<file path="src/rtl/ppu_pkg.sv">
// background-only ppu, no sprites/window/dma; all registers reset to zero (no boot values)
package ppu_pkg;

    // line and frame timing in dots
    localparam int DOTS_PER_LINE           = 456;
    localparam int SCAN_DOTS               = 80;   // oam scan kept as idle dots
    localparam int SCREEN_WIDTH            = 160;
    localparam int DEFAULT_VISIBLE_LINES   = 144;
    localparam int DEFAULT_LINES_PER_FRAME = 154;

    // vram layout
    localparam logic [15:0] TILE_DATA_UNSIGNED_BASE = 16'h8000;
    localparam logic [15:0] TILE_DATA_SIGNED_BASE   = 16'h9000;   // index 0 sits mid-block
    localparam logic [15:0] MAP_LOW_BASE            = 16'h9800;
    localparam logic [15:0] MAP_HIGH_BASE           = 16'h9C00;

    // register map
    localparam logic [15:0] REG_LCDC = 16'hFF40;
    localparam logic [15:0] REG_STAT = 16'hFF41;
    localparam logic [15:0] REG_SCY  = 16'hFF42;
    localparam logic [15:0] REG_SCX  = 16'hFF43;
    localparam logic [15:0] REG_LY   = 16'hFF44;
    localparam logic [15:0] REG_LYC  = 16'hFF45;
    localparam logic [15:0] REG_BGP  = 16'hFF47;

    // mode code as read back in STAT[1:0]
    typedef enum logic [1:0] {
        mode_hblank = 2'd0,
        mode_vblank = 2'd1,
        mode_scan   = 2'd2,
        mode_draw   = 2'd3
    } ppu_mode_e;

    typedef struct packed {
        logic lcd_on;          // bit 7
        logic win_map;         // no window in this design
        logic win_on;
        logic tile_data_sel;   // 1: unsigned from 8000h
        logic bg_map_sel;      // 1: map at 9c00h
        logic obj_size;        // no sprites
        logic obj_on;
        logic bg_on;           // bit 0
    } lcdc_t;

    typedef struct packed {
        lcdc_t      lcdc;
        logic [7:0] scy;
        logic [7:0] scx;
        logic [7:0] bgp;
    } ppu_cfg_t;

    typedef struct packed {
        ppu_mode_e  mode;
        logic [7:0] ly;
        logic       line_start;   // one cycle at dot 0
    } line_status_t;

    // one tile row, two bit planes
    typedef struct packed {
        logic [7:0] lo;
        logic [7:0] hi;
    } bg_row_t;

    // map byte, decoded per LCDC bit 4
    typedef union packed {
        logic [7:0]        idx_u;
        logic signed [7:0] idx_s;
    } tile_index_u;

endpackage

</file>
<file path="src/rtl/ppu_regs.sv">
// register bus: one-cycle write, combinational read while rd high; LY read-only, STAT bits 2..0 live
`timescale 1ns/100ps

module ppu_regs (
    input  logic                  clk,
    input  logic                  rst,
    input  logic [15:0]           addr,
    input  logic                  wr,
    input  logic                  rd,
    input  logic [7:0]            wdata,
    input  ppu_pkg::line_status_t status,
    output logic [7:0]            rdata,
    output ppu_pkg::ppu_cfg_t     cfg,
    output logic                  irq_vblank,
    output logic                  irq_stat
);

    ppu_pkg::lcdc_t lcdc;
    logic [6:3]     stat_en;   // lyc, scan, vblank, hblank interrupt enables
    logic [7:0]     scy;
    logic [7:0]     scx;
    logic [7:0]     lyc;
    logic [7:0]     bgp;
    logic           coincidence;
    logic [7:0]     stat_rd;

    always_ff @(posedge clk) begin
        if (rst) begin
            lcdc    <= '0;
            stat_en <= '0;
            scy     <= '0;
            scx     <= '0;
            lyc     <= '0;
            bgp     <= '0;
        end else if (wr) begin
            case (addr)
                ppu_pkg::REG_LCDC: lcdc    <= ppu_pkg::lcdc_t'(wdata);
                ppu_pkg::REG_STAT: stat_en <= wdata[6:3];   // low bits are status
                ppu_pkg::REG_SCY:  scy     <= wdata;
                ppu_pkg::REG_SCX:  scx     <= wdata;
                ppu_pkg::REG_LYC:  lyc     <= wdata;
                ppu_pkg::REG_BGP:  bgp     <= wdata;
                default: ;                                  // LY and unmapped ignore writes
            endcase
        end
    end

    assign coincidence = (status.ly == lyc);
    assign stat_rd     = {1'b1, stat_en, coincidence, status.mode};

    always_comb begin
        rdata = 8'hFF;
        if (rd) begin
            case (addr)
                ppu_pkg::REG_LCDC: rdata = lcdc;
                ppu_pkg::REG_STAT: rdata = stat_rd;
                ppu_pkg::REG_SCY:  rdata = scy;
                ppu_pkg::REG_SCX:  rdata = scx;
                ppu_pkg::REG_LY:   rdata = status.ly;   // live line counter
                ppu_pkg::REG_LYC:  rdata = lyc;
                ppu_pkg::REG_BGP:  rdata = bgp;
                default:           rdata = 8'hFF;
            endcase
        end
    end

    assign cfg.lcdc = lcdc;
    assign cfg.scy  = scy;
    assign cfg.scx  = scx;
    assign cfg.bgp  = bgp;

    assign irq_vblank = (status.mode == ppu_pkg::mode_vblank);

    // level, not edge: stays high while any enabled source holds
    assign irq_stat = (stat_en[6] && coincidence)
                    || (stat_en[3] && status.mode == ppu_pkg::mode_hblank)
                    || (stat_en[4] && status.mode == ppu_pkg::mode_vblank)
                    || (stat_en[5] && status.mode == ppu_pkg::mode_scan);

    // the cpu side never reads and writes in one bus cycle
    a_no_rd_wr: assert property (@(posedge clk) disable iff (rst) !(wr && rd));

endmodule

</file>
<file path="src/rtl/ppu_line_timer.sv">
// one dot per clock while lcd_on; draw ends on line_done, so it must arrive before dot 455
`timescale 1ns/100ps

module ppu_line_timer #(
    parameter int VISIBLE_LINES   = ppu_pkg::DEFAULT_VISIBLE_LINES,
    parameter int LINES_PER_FRAME = ppu_pkg::DEFAULT_LINES_PER_FRAME
) (
    input  logic                  clk,
    input  logic                  rst,
    input  ppu_pkg::ppu_cfg_t     cfg,
    input  logic                  line_done,
    output ppu_pkg::line_status_t status
);

    logic [8:0]         dot;
    logic [7:0]         ly;
    logic [7:0]         ly_next;
    ppu_pkg::ppu_mode_e mode;
    logic               line_start;
    logic               waking;

    assign ly_next = (ly == 8'(LINES_PER_FRAME - 1)) ? 8'd0 : ly + 8'd1;
    // dot 0 without a line_start only happens after reset or lcd off
    assign waking  = (dot == 9'd0) && !line_start;

    always_ff @(posedge clk) begin
        if (rst) begin
            dot        <= '0;
            ly         <= '0;
            mode       <= ppu_pkg::mode_scan;
            line_start <= 1'b0;
        end else if (!cfg.lcdc.lcd_on) begin
            dot        <= '0;   // held at 0/0/hblank while off
            ly         <= '0;
            mode       <= ppu_pkg::mode_hblank;
            line_start <= 1'b0;
        end else if (waking) begin
            mode       <= ppu_pkg::mode_scan;   // line 0 starts next cycle
            line_start <= 1'b1;
        end else if (dot == 9'(ppu_pkg::DOTS_PER_LINE - 1)) begin
            dot        <= '0;
            ly         <= ly_next;
            line_start <= 1'b1;
            mode       <= (ly_next < VISIBLE_LINES) ? ppu_pkg::mode_scan : ppu_pkg::mode_vblank;
        end else begin
            dot        <= dot + 9'd1;
            line_start <= 1'b0;
            if (mode == ppu_pkg::mode_scan && dot == 9'(ppu_pkg::SCAN_DOTS - 1)) begin
                mode <= ppu_pkg::mode_draw;
            end else if (mode == ppu_pkg::mode_draw && line_done) begin
                mode <= ppu_pkg::mode_hblank;
            end
        end
    end

    assign status.mode       = mode;
    assign status.ly         = ly;
    assign status.line_start = line_start;

    a_no_draw_in_vblank: assert property (@(posedge clk) disable iff (rst)
        (mode == ppu_pkg::mode_draw) |-> (ly < VISIBLE_LINES));

    a_dot_range: assert property (@(posedge clk) disable iff (rst)
        dot < 9'(ppu_pkg::DOTS_PER_LINE));

endmodule

</file>
<file path="src/rtl/bg_fetcher.sv">
// three back-to-back vram reads per tile, one-cycle read latency assumed; stalls under back-pressure
`timescale 1ns/100ps

module bg_fetcher (
    input  logic                  clk,
    input  logic                  rst,
    input  ppu_pkg::ppu_cfg_t     cfg,
    input  ppu_pkg::line_status_t status,
    input  logic                  line_done,
    input  logic                  row_ready,
    input  logic [7:0]            vram_data,
    output logic                  vram_rd,
    output logic [15:0]           vram_addr,
    output ppu_pkg::bg_row_t      row,
    output logic                  row_valid
);

    typedef enum logic [2:0] {
        st_idle,
        st_map,    // map byte read issued
        st_lo,     // map byte back, low plane read issued
        st_hi,     // low plane back, high plane read issued
        st_cap,    // high plane back
        st_push    // row offered to shifter
    } fetch_state_e;

    fetch_state_e         state;
    logic [4:0]           col;
    logic [7:0]           bg_y;
    logic [15:0]          map_addr;
    logic [15:0]          tile_base;
    logic [15:0]          tile_off;
    logic [15:0]          data_addr;
    logic [15:0]          data_addr_q;
    ppu_pkg::tile_index_u tile_idx;
    ppu_pkg::bg_row_t     row_q;
    logic                 drawing;

    assign drawing = (status.mode == ppu_pkg::mode_draw);
    assign bg_y    = status.ly + cfg.scy;   // wraps at 256

    assign map_addr = (cfg.lcdc.bg_map_sel ? ppu_pkg::MAP_HIGH_BASE : ppu_pkg::MAP_LOW_BASE)
                    + {6'b0, bg_y[7:3], col};

    assign tile_idx.idx_u = vram_data;
    assign tile_base = cfg.lcdc.tile_data_sel ? ppu_pkg::TILE_DATA_UNSIGNED_BASE
                                              : ppu_pkg::TILE_DATA_SIGNED_BASE;
    assign tile_off  = cfg.lcdc.tile_data_sel ? {4'b0, tile_idx.idx_u, 4'b0}
                                              : {{4{tile_idx.idx_s[7]}}, tile_idx.idx_s, 4'b0};
    assign data_addr = tile_base + tile_off + {12'b0, bg_y[2:0], 1'b0};

    always_comb begin
        vram_rd   = 1'b0;
        vram_addr = map_addr;
        case (state)
            st_map: begin
                vram_rd   = 1'b1;
                vram_addr = map_addr;
            end
            st_lo: begin
                vram_rd   = 1'b1;
                vram_addr = data_addr;   // index taken straight off the bus
            end
            st_hi: begin
                vram_rd   = 1'b1;
                vram_addr = data_addr_q + 16'd1;
            end
            default: ;
        endcase
    end

    always_ff @(posedge clk) begin
        if (rst) begin
            state     <= st_idle;
            row_valid <= 1'b0;
            col       <= '0;
        end else if (line_done || !drawing) begin
            state     <= st_idle;
            row_valid <= 1'b0;   // pending row dropped at end of line
            if (status.line_start) begin
                col <= cfg.scx[7:3];
            end
        end else begin
            case (state)
                st_idle: state <= st_map;
                st_map:  state <= st_lo;
                st_lo:   state <= st_hi;
                st_hi:   state <= st_cap;
                st_cap: begin
                    row_valid <= 1'b1;
                    col       <= col + 5'd1;   // wraps at 32 tiles
                    state     <= st_push;
                end
                st_push: begin
                    if (row_ready) begin
                        row_valid <= 1'b0;
                        state     <= st_map;
                    end
                end
                default: state <= st_idle;
            endcase
        end
    end

    // row_q only changes while no row is offered
    always_ff @(posedge clk) begin
        if (state == st_lo) begin
            data_addr_q <= data_addr;
        end
        if (state == st_hi) begin
            row_q.lo <= vram_data;
        end
        if (state == st_cap) begin
            row_q.hi <= cfg.lcdc.bg_on ? vram_data : 8'h00;
            if (!cfg.lcdc.bg_on) begin
                row_q.lo <= 8'h00;   // background off shows colour 0
            end
        end
    end

    assign row = row_q;

    a_vram_window: assert property (@(posedge clk) disable iff (rst)
        vram_rd |-> (vram_addr >= 16'h8000 && vram_addr <= 16'h9FFF));

endmodule

</file>
<file path="src/rtl/pixel_shifter.sv">
// one pixel per clock, no output back-pressure; first SCX mod 8 pixels of a line are dropped
`timescale 1ns/100ps

module pixel_shifter (
    input  logic                  clk,
    input  logic                  rst,
    input  ppu_pkg::ppu_cfg_t     cfg,
    input  ppu_pkg::line_status_t status,
    input  ppu_pkg::bg_row_t      row,
    input  logic                  row_valid,
    output logic                  row_ready,
    output logic [1:0]            pixel,
    output logic                  pixel_valid,
    output logic                  line_done
);

    logic [7:0] lo_sr;
    logic [7:0] hi_sr;
    logic [3:0] bits_left;
    logic [2:0] discard;     // fine-scroll pixels still to drop
    logic [7:0] px_count;
    logic       active;
    logic       running;
    logic       shift_now;
    logic       load;
    logic [1:0] color_idx;

    assign running   = active && (px_count != 8'(ppu_pkg::SCREEN_WIDTH));
    assign shift_now = running && (bits_left != 4'd0);
    assign row_ready = running && (bits_left <= 4'd1);   // empty, or last bit leaves now
    assign load      = row_valid && row_ready;
    assign color_idx = {hi_sr[7], lo_sr[7]};

    always_ff @(posedge clk) begin
        if (rst) begin
            bits_left   <= '0;
            discard     <= '0;
            px_count    <= '0;
            active      <= 1'b0;
            pixel_valid <= 1'b0;
            line_done   <= 1'b0;
        end else begin
            line_done   <= active && (px_count == 8'(ppu_pkg::SCREEN_WIDTH));
            pixel_valid <= shift_now && (discard == 3'd0);
            if (status.line_start) begin
                bits_left <= '0;
                discard   <= cfg.scx[2:0];
                px_count  <= '0;
                active    <= 1'b1;
            end else begin
                if (active && px_count == 8'(ppu_pkg::SCREEN_WIDTH)) begin
                    active <= 1'b0;
                end
                if (load) begin
                    bits_left <= 4'd8;
                end else if (shift_now) begin
                    bits_left <= bits_left - 4'd1;
                end
                if (shift_now) begin
                    if (discard != 3'd0) discard <= discard - 3'd1;
                    else px_count <= px_count + 8'd1;
                end
            end
        end
    end

    always_ff @(posedge clk) begin
        if (load) begin
            lo_sr <= row.lo;
            hi_sr <= row.hi;
        end else if (shift_now) begin
            lo_sr <= {lo_sr[6:0], 1'b0};   // msb is leftmost pixel
            hi_sr <= {hi_sr[6:0], 1'b0};
        end
        if (shift_now) begin
            pixel <= cfg.bgp[{color_idx, 1'b0} +: 2];
        end
    end

    // a loaded row drains for eight clocks before the next one may come in
    a_no_early_load: assert property (@(posedge clk) disable iff (rst)
        load |=> !load [*7]);

endmodule

</file>
<file path="src/rtl/ppu_top.sv">
// background path only; VISIBLE_LINES and LINES_PER_FRAME may be shortened for simulation
`timescale 1ns/100ps

module ppu_top #(
    parameter int VISIBLE_LINES   = ppu_pkg::DEFAULT_VISIBLE_LINES,
    parameter int LINES_PER_FRAME = ppu_pkg::DEFAULT_LINES_PER_FRAME
) (
    input  logic        clk,
    input  logic        rst,
    input  logic [15:0] addr,
    input  logic        wr,
    input  logic        rd,
    input  logic [7:0]  wdata,
    output logic [7:0]  rdata,
    output logic        vram_rd,
    output logic [15:0] vram_addr,
    input  logic [7:0]  vram_data,
    output logic [1:0]  pixel,
    output logic        pixel_valid,
    output logic        irq_vblank,
    output logic        irq_stat
);

    ppu_pkg::ppu_cfg_t     cfg;
    ppu_pkg::line_status_t status;
    ppu_pkg::bg_row_t      row;
    logic                  row_valid;
    logic                  row_ready;
    logic                  line_done;

    ppu_regs ppu_regs_i (
        .clk        (clk),
        .rst        (rst),
        .addr       (addr),
        .wr         (wr),
        .rd         (rd),
        .wdata      (wdata),
        .status     (status),
        .rdata      (rdata),
        .cfg        (cfg),
        .irq_vblank (irq_vblank),
        .irq_stat   (irq_stat)
    );

    ppu_line_timer #(
        .VISIBLE_LINES   (VISIBLE_LINES),
        .LINES_PER_FRAME (LINES_PER_FRAME)
    ) ppu_line_timer_i (
        .clk       (clk),
        .rst       (rst),
        .cfg       (cfg),
        .line_done (line_done),
        .status    (status)
    );

    bg_fetcher bg_fetcher_i (
        .clk       (clk),
        .rst       (rst),
        .cfg       (cfg),
        .status    (status),
        .line_done (line_done),
        .row_ready (row_ready),
        .vram_data (vram_data),
        .vram_rd   (vram_rd),
        .vram_addr (vram_addr),
        .row       (row),
        .row_valid (row_valid)
    );

    pixel_shifter pixel_shifter_i (
        .clk         (clk),
        .rst         (rst),
        .cfg         (cfg),
        .status      (status),
        .row         (row),
        .row_valid   (row_valid),
        .row_ready   (row_ready),
        .pixel       (pixel),
        .pixel_valid (pixel_valid),
        .line_done   (line_done)
    );

endmodule

</file>
<file path="config.mk">
export PLATFORM = sky130hd
export DESIGN_NAME = ppu_top
export DESIGN_NICKNAME = d
export VERILOG_FILES = /design/src/rtl/ppu_pkg.sv /design/src/rtl/ppu_regs.sv /design/src/rtl/ppu_line_timer.sv /design/src/rtl/bg_fetcher.sv /design/src/rtl/pixel_shifter.sv /design/src/rtl/ppu_top.sv
export SDC_FILE = /design/constraint.sdc
export NUM_CORES = 1
export LEC_CHECK = 0
export ABC_AREA = 1
export BUFFER_PORTS_ARGS = -buffer_cell sky130_fd_sc_hd__buf_2
export CORE_MARGIN = 1
export CORE_UTILIZATION = 53
export DETAILED_ROUTE_END_ITERATION = 12
export PLACE_DENSITY = 0.71
export SLEW_MARGIN = 20
export SYNTH_ARGS = -nofsm -noshare
export SYNTH_HDL_FRONTEND = slang
export SYNTH_HIERARCHICAL = 1
export SYNTH_SLANG_ARGS = --single-unit
</file>
<file path="constraint.sdc">
create_clock -name clk -period 4.7 [get_ports clk]
set_input_delay 0.94 -clock clk [delete_from_list [all_inputs] [get_ports clk]]
set_output_delay 0.94 -clock clk [all_outputs]
set_load 0.05 [all_outputs]
</file>
==> flow_metrics.tcl <==
set metrics [dict create \
    tns_ns 0 \
    grt_pass1_wl_um 30500 \
    fin_crit_sh 0.774 \
    synth_compound_area_frac 0.131 \
    routed-wl-met3_um 1280 \
    synth_top_area_share 0.257 \
    crit_arrival_ns 2.70 \
    wl_met2_um 8290 \
    worstSetupStartpoint "addr[14]" \
    maxCapViolations 0 \
    cts_setup_buffers 0 \
    max_freq_mhz 275 \
    synth.area.mux_share 0 \
    grt_pass1_vias 6130 \
    antenna_found_initial 0 \
    cts-hold-fix-buffers 0 \
    seq_area_frac_synth 0.413 \
    p_leak_nw 3.91 \
    drive_above_1_share 0.156 \
    synth_fa_ha_area_frac 0.0334 \
    port_buffers 65 \
    status "complete, no violations" \
    synth.distinct_cells 45 \
    post-place-ws_ns 1.09 \
    hpwl_um 13600 \
    hold_viol 0 \
    postSynth.asyncResetShare 0 \
    worst_pin_slew_ns 1.06 \
    clk_latency_ns 0.42 \
    yosysTopAreaCell "dfxtp_1" \
    yosys_warnings 6 \
    r2r_end "pixel_shifter_i/hi_sr[3]$_DFFE_PP_" \
    path_class "primary input to output port" \
    synthFlopType "dfxtp_1" \
    cts_tree "yes" \
    slew_headroom 0.287 \
    core_area_sq_um 14000 \
    drt-initial-drc-count 526 \
    wire_per_inst_um 14.5 \
    synth_edf_count 40 \
    nets 1147 \
    cp_max_fo 39 \
    grt_usage 0.266 \
    cp-end-kind "output port" \
    r2r_slack_ns 2.35 \
    powerDensity_nw_per_um2 313 \
    rsz0062_at_grt "no" \
    ys_ff_latch 139 \
    syn_nets 1086 \
    top_layer "met4" \
    grt_overflow 0 \
    synth_xor_area_frac 0.0170 \
    syn_to_final_growth_pct 12.9 \
    ios 66 \
    setup_viol 0 \
    synthSimpleGateAreaFrac 0.309 \
    cp-endpoint "rdata[7]" \
    fp-row-count 43 \
    first_pass_iters 5 \
    peakVddDrop_v 0.000251 \
    drc 0 \
    viasPerCell 5.34 \
    die_h_um 123 \
    start_kind "primary input" \
    synth_top_family_by_area "simple AND/OR/NAND/NOR gates" \
    cts_num_sinks 139 \
    grt_max_degree 43 \
    cp_data_required_time_ns 3.76 \
    synthTopCellsByArea "dfxtp_1 26%, edfxtp_1 16%, nand2_1 12%" \
    synth_area_per_cell_sq_um 7.49 \
    syn_area_sq_um 7710 \
    yosys.cell_count.top_type "nand2_1" \
    root_buffer "clkbuf_16" \
    cts_made_buffers 17 \
    min_path_type "flip-flop to flip-flop" \
    worst_slack_ns 1.06 \
    die-area_sq_um 15000 \
    synthTopCellsByCount "239 x nand2_1, 134 x inv_1, 99 x dfxtp_1" \
    vias 6857 \
    period_minus_slack_ns 3.64 \
    worstRegToRegCells 6 \
    clockBufferDepth 2 \
    die_w_um 123 \
    fin_worst_skew_ns 0.00909 \
    num_antenna_cells 0 \
    path_clk_slew_ns 0.06 \
    r2r_start "pixel_shifter_i/bits_left[0]$_SDFFE_PP0P_" \
    initial_core_util 0.549 \
    finalWirelength_um 18600 \
    htree_num_levels 4 \
    post_cts_resized 0 \
    maxSlewViolCount 0 \
    place.gp.congestion 0.938 \
    wl_met1_um 8600 \
    synthCells 1030 \
    ant_nets 0 \
]
[stage by stage]
stage	instance area (sq um)	hold slack [ns]	cells	total power [mW]	utilization
4_1_cts	8710	0.456	1284	2.74	0.620
2_1_floorplan	7710	0.422	1030	1.30	-
6_report	8710	0.454	1284	2.72	0.620
3_5_place_dp	8090	0.445	1252	1.33	0.576
5_1_grt	8710	0.480	1284	2.81	0.620
3_3_place_gp	8090	0.438	1252	1.33	0.576
[power by group]
group	leakage (nW)	internal, mW	switching [mW]
Combinational	2.44	0.0238	0.0518
Sequential	1.16	1.23	0.00258
Clock	0.305	0.890	0.525
Total	3.91	2.14	0.579
[layout by cell type, fill, tap and decap left out, types with 17 or more instances in the layout]
cell type | Yosys | routed
a21oi_1 | 72 | 72
o21ai_0 | 78 | 78
inv_1 | 134 | 133
nand3_1 | 84 | 84
edfxtp_1 | 40 | 40
nand2_1 | 239 | 239
dfxtp_1 | 99 | 99
clkbuf_16 | 0 | 17
nor2_1 | 94 | 94
ha_1 | 19 | 19
buf_2 | 4 | 65
[critical path, stage by stage]
cell,delay [ns]
buf_2,0.08
nand2_1,0.06
inv_2,0.05
nand2_2,0.08
nor2_8,0.47
nand2_1,0.30
inv_1,0.13
nor2_1,0.08
nand2_2,0.14
nand3_1,0.13
buf_2,0.23
[layer usage]
| layer | vias up | track usage |
|---|---|---|
| li1 | 3472 | - |
| met4 | 0 | 0.0976 |
| met1 | 3131 | 0.355 |
| met5 | - | 0 |
| met3 | 33 | 0.0674 |
| met2 | 221 | 0.415 |
[worst min-delay path by stage]
stage	start	cells after the start	endpoint	slack, ns
after CTS	ppu_line_timer_i/dot[8]$_SDFFE_PP0N_	1	ppu_line_timer_i/dot[8]$_SDFFE_PP0N_	0.46
after detailed placement	ppu_line_timer_i/dot[8]$_SDFFE_PP0N_	1	ppu_line_timer_i/dot[8]$_SDFFE_PP0N_	0.44
after floorplan	ppu_line_timer_i/dot[8]$_SDFFE_PP0N_	1	ppu_line_timer_i/dot[8]$_SDFFE_PP0N_	0.42
final	ppu_line_timer_i/dot[8]$_SDFFE_PP0N_	1	ppu_line_timer_i/dot[8]$_SDFFE_PP0N_	0.45
after global routing	ppu_line_timer_i/dot[8]$_SDFFE_PP0N_	1	ppu_line_timer_i/dot[8]$_SDFFE_PP0N_	0.48
after global placement	ppu_line_timer_i/dot[8]$_SDFFE_PP0N_	1	ppu_line_timer_i/dot[8]$_SDFFE_PP0N_	0.44
[area by class of cell]
class,instances,area (sq um)
fill,1299,5340
multi-input combinational,719,3790
sequential,139,3180
inverter,149,564
clock buffer,18,429
timing repair buffer,65,325
tap,180,225
clock inverter,14,190
[cells by family after synthesis]
family                     after synthesis
AOI/OAI and AO/OA                      185
other                                    2
and+or+nand+nor                        497
adders and majority gates               20
xor gates and xnor gates                15
DFF                                    139
buffers and inverters                  172
[flip-flops by register name (all words and copies together) (netlist names), 2 cells and up]
name and flops:
bg_fetcher_i/row 16, bg_fetcher_i/data_addr_q 14, ppu_line_timer_i/dot 9, pixel_shifter_i/hi_sr 8, pixel_shifter_i/lo_sr 8, pixel_shifter_i/px_count 8
ppu_line_timer_i/ly 8, ppu_regs_i/bgp 8, ppu_regs_i/cfg 8, ppu_regs_i/lyc 8, ppu_regs_i/scx 8, ppu_regs_i/scy 8
bg_fetcher_i/col 5, pixel_shifter_i/bits_left 4, ppu_regs_i/stat_en 4, bg_fetcher_i/state 3, pixel_shifter_i/discard 3, pixel_shifter_i/pixel 2
ppu_line_timer_i/mode 2
Power figures use the tool's default switching activity.
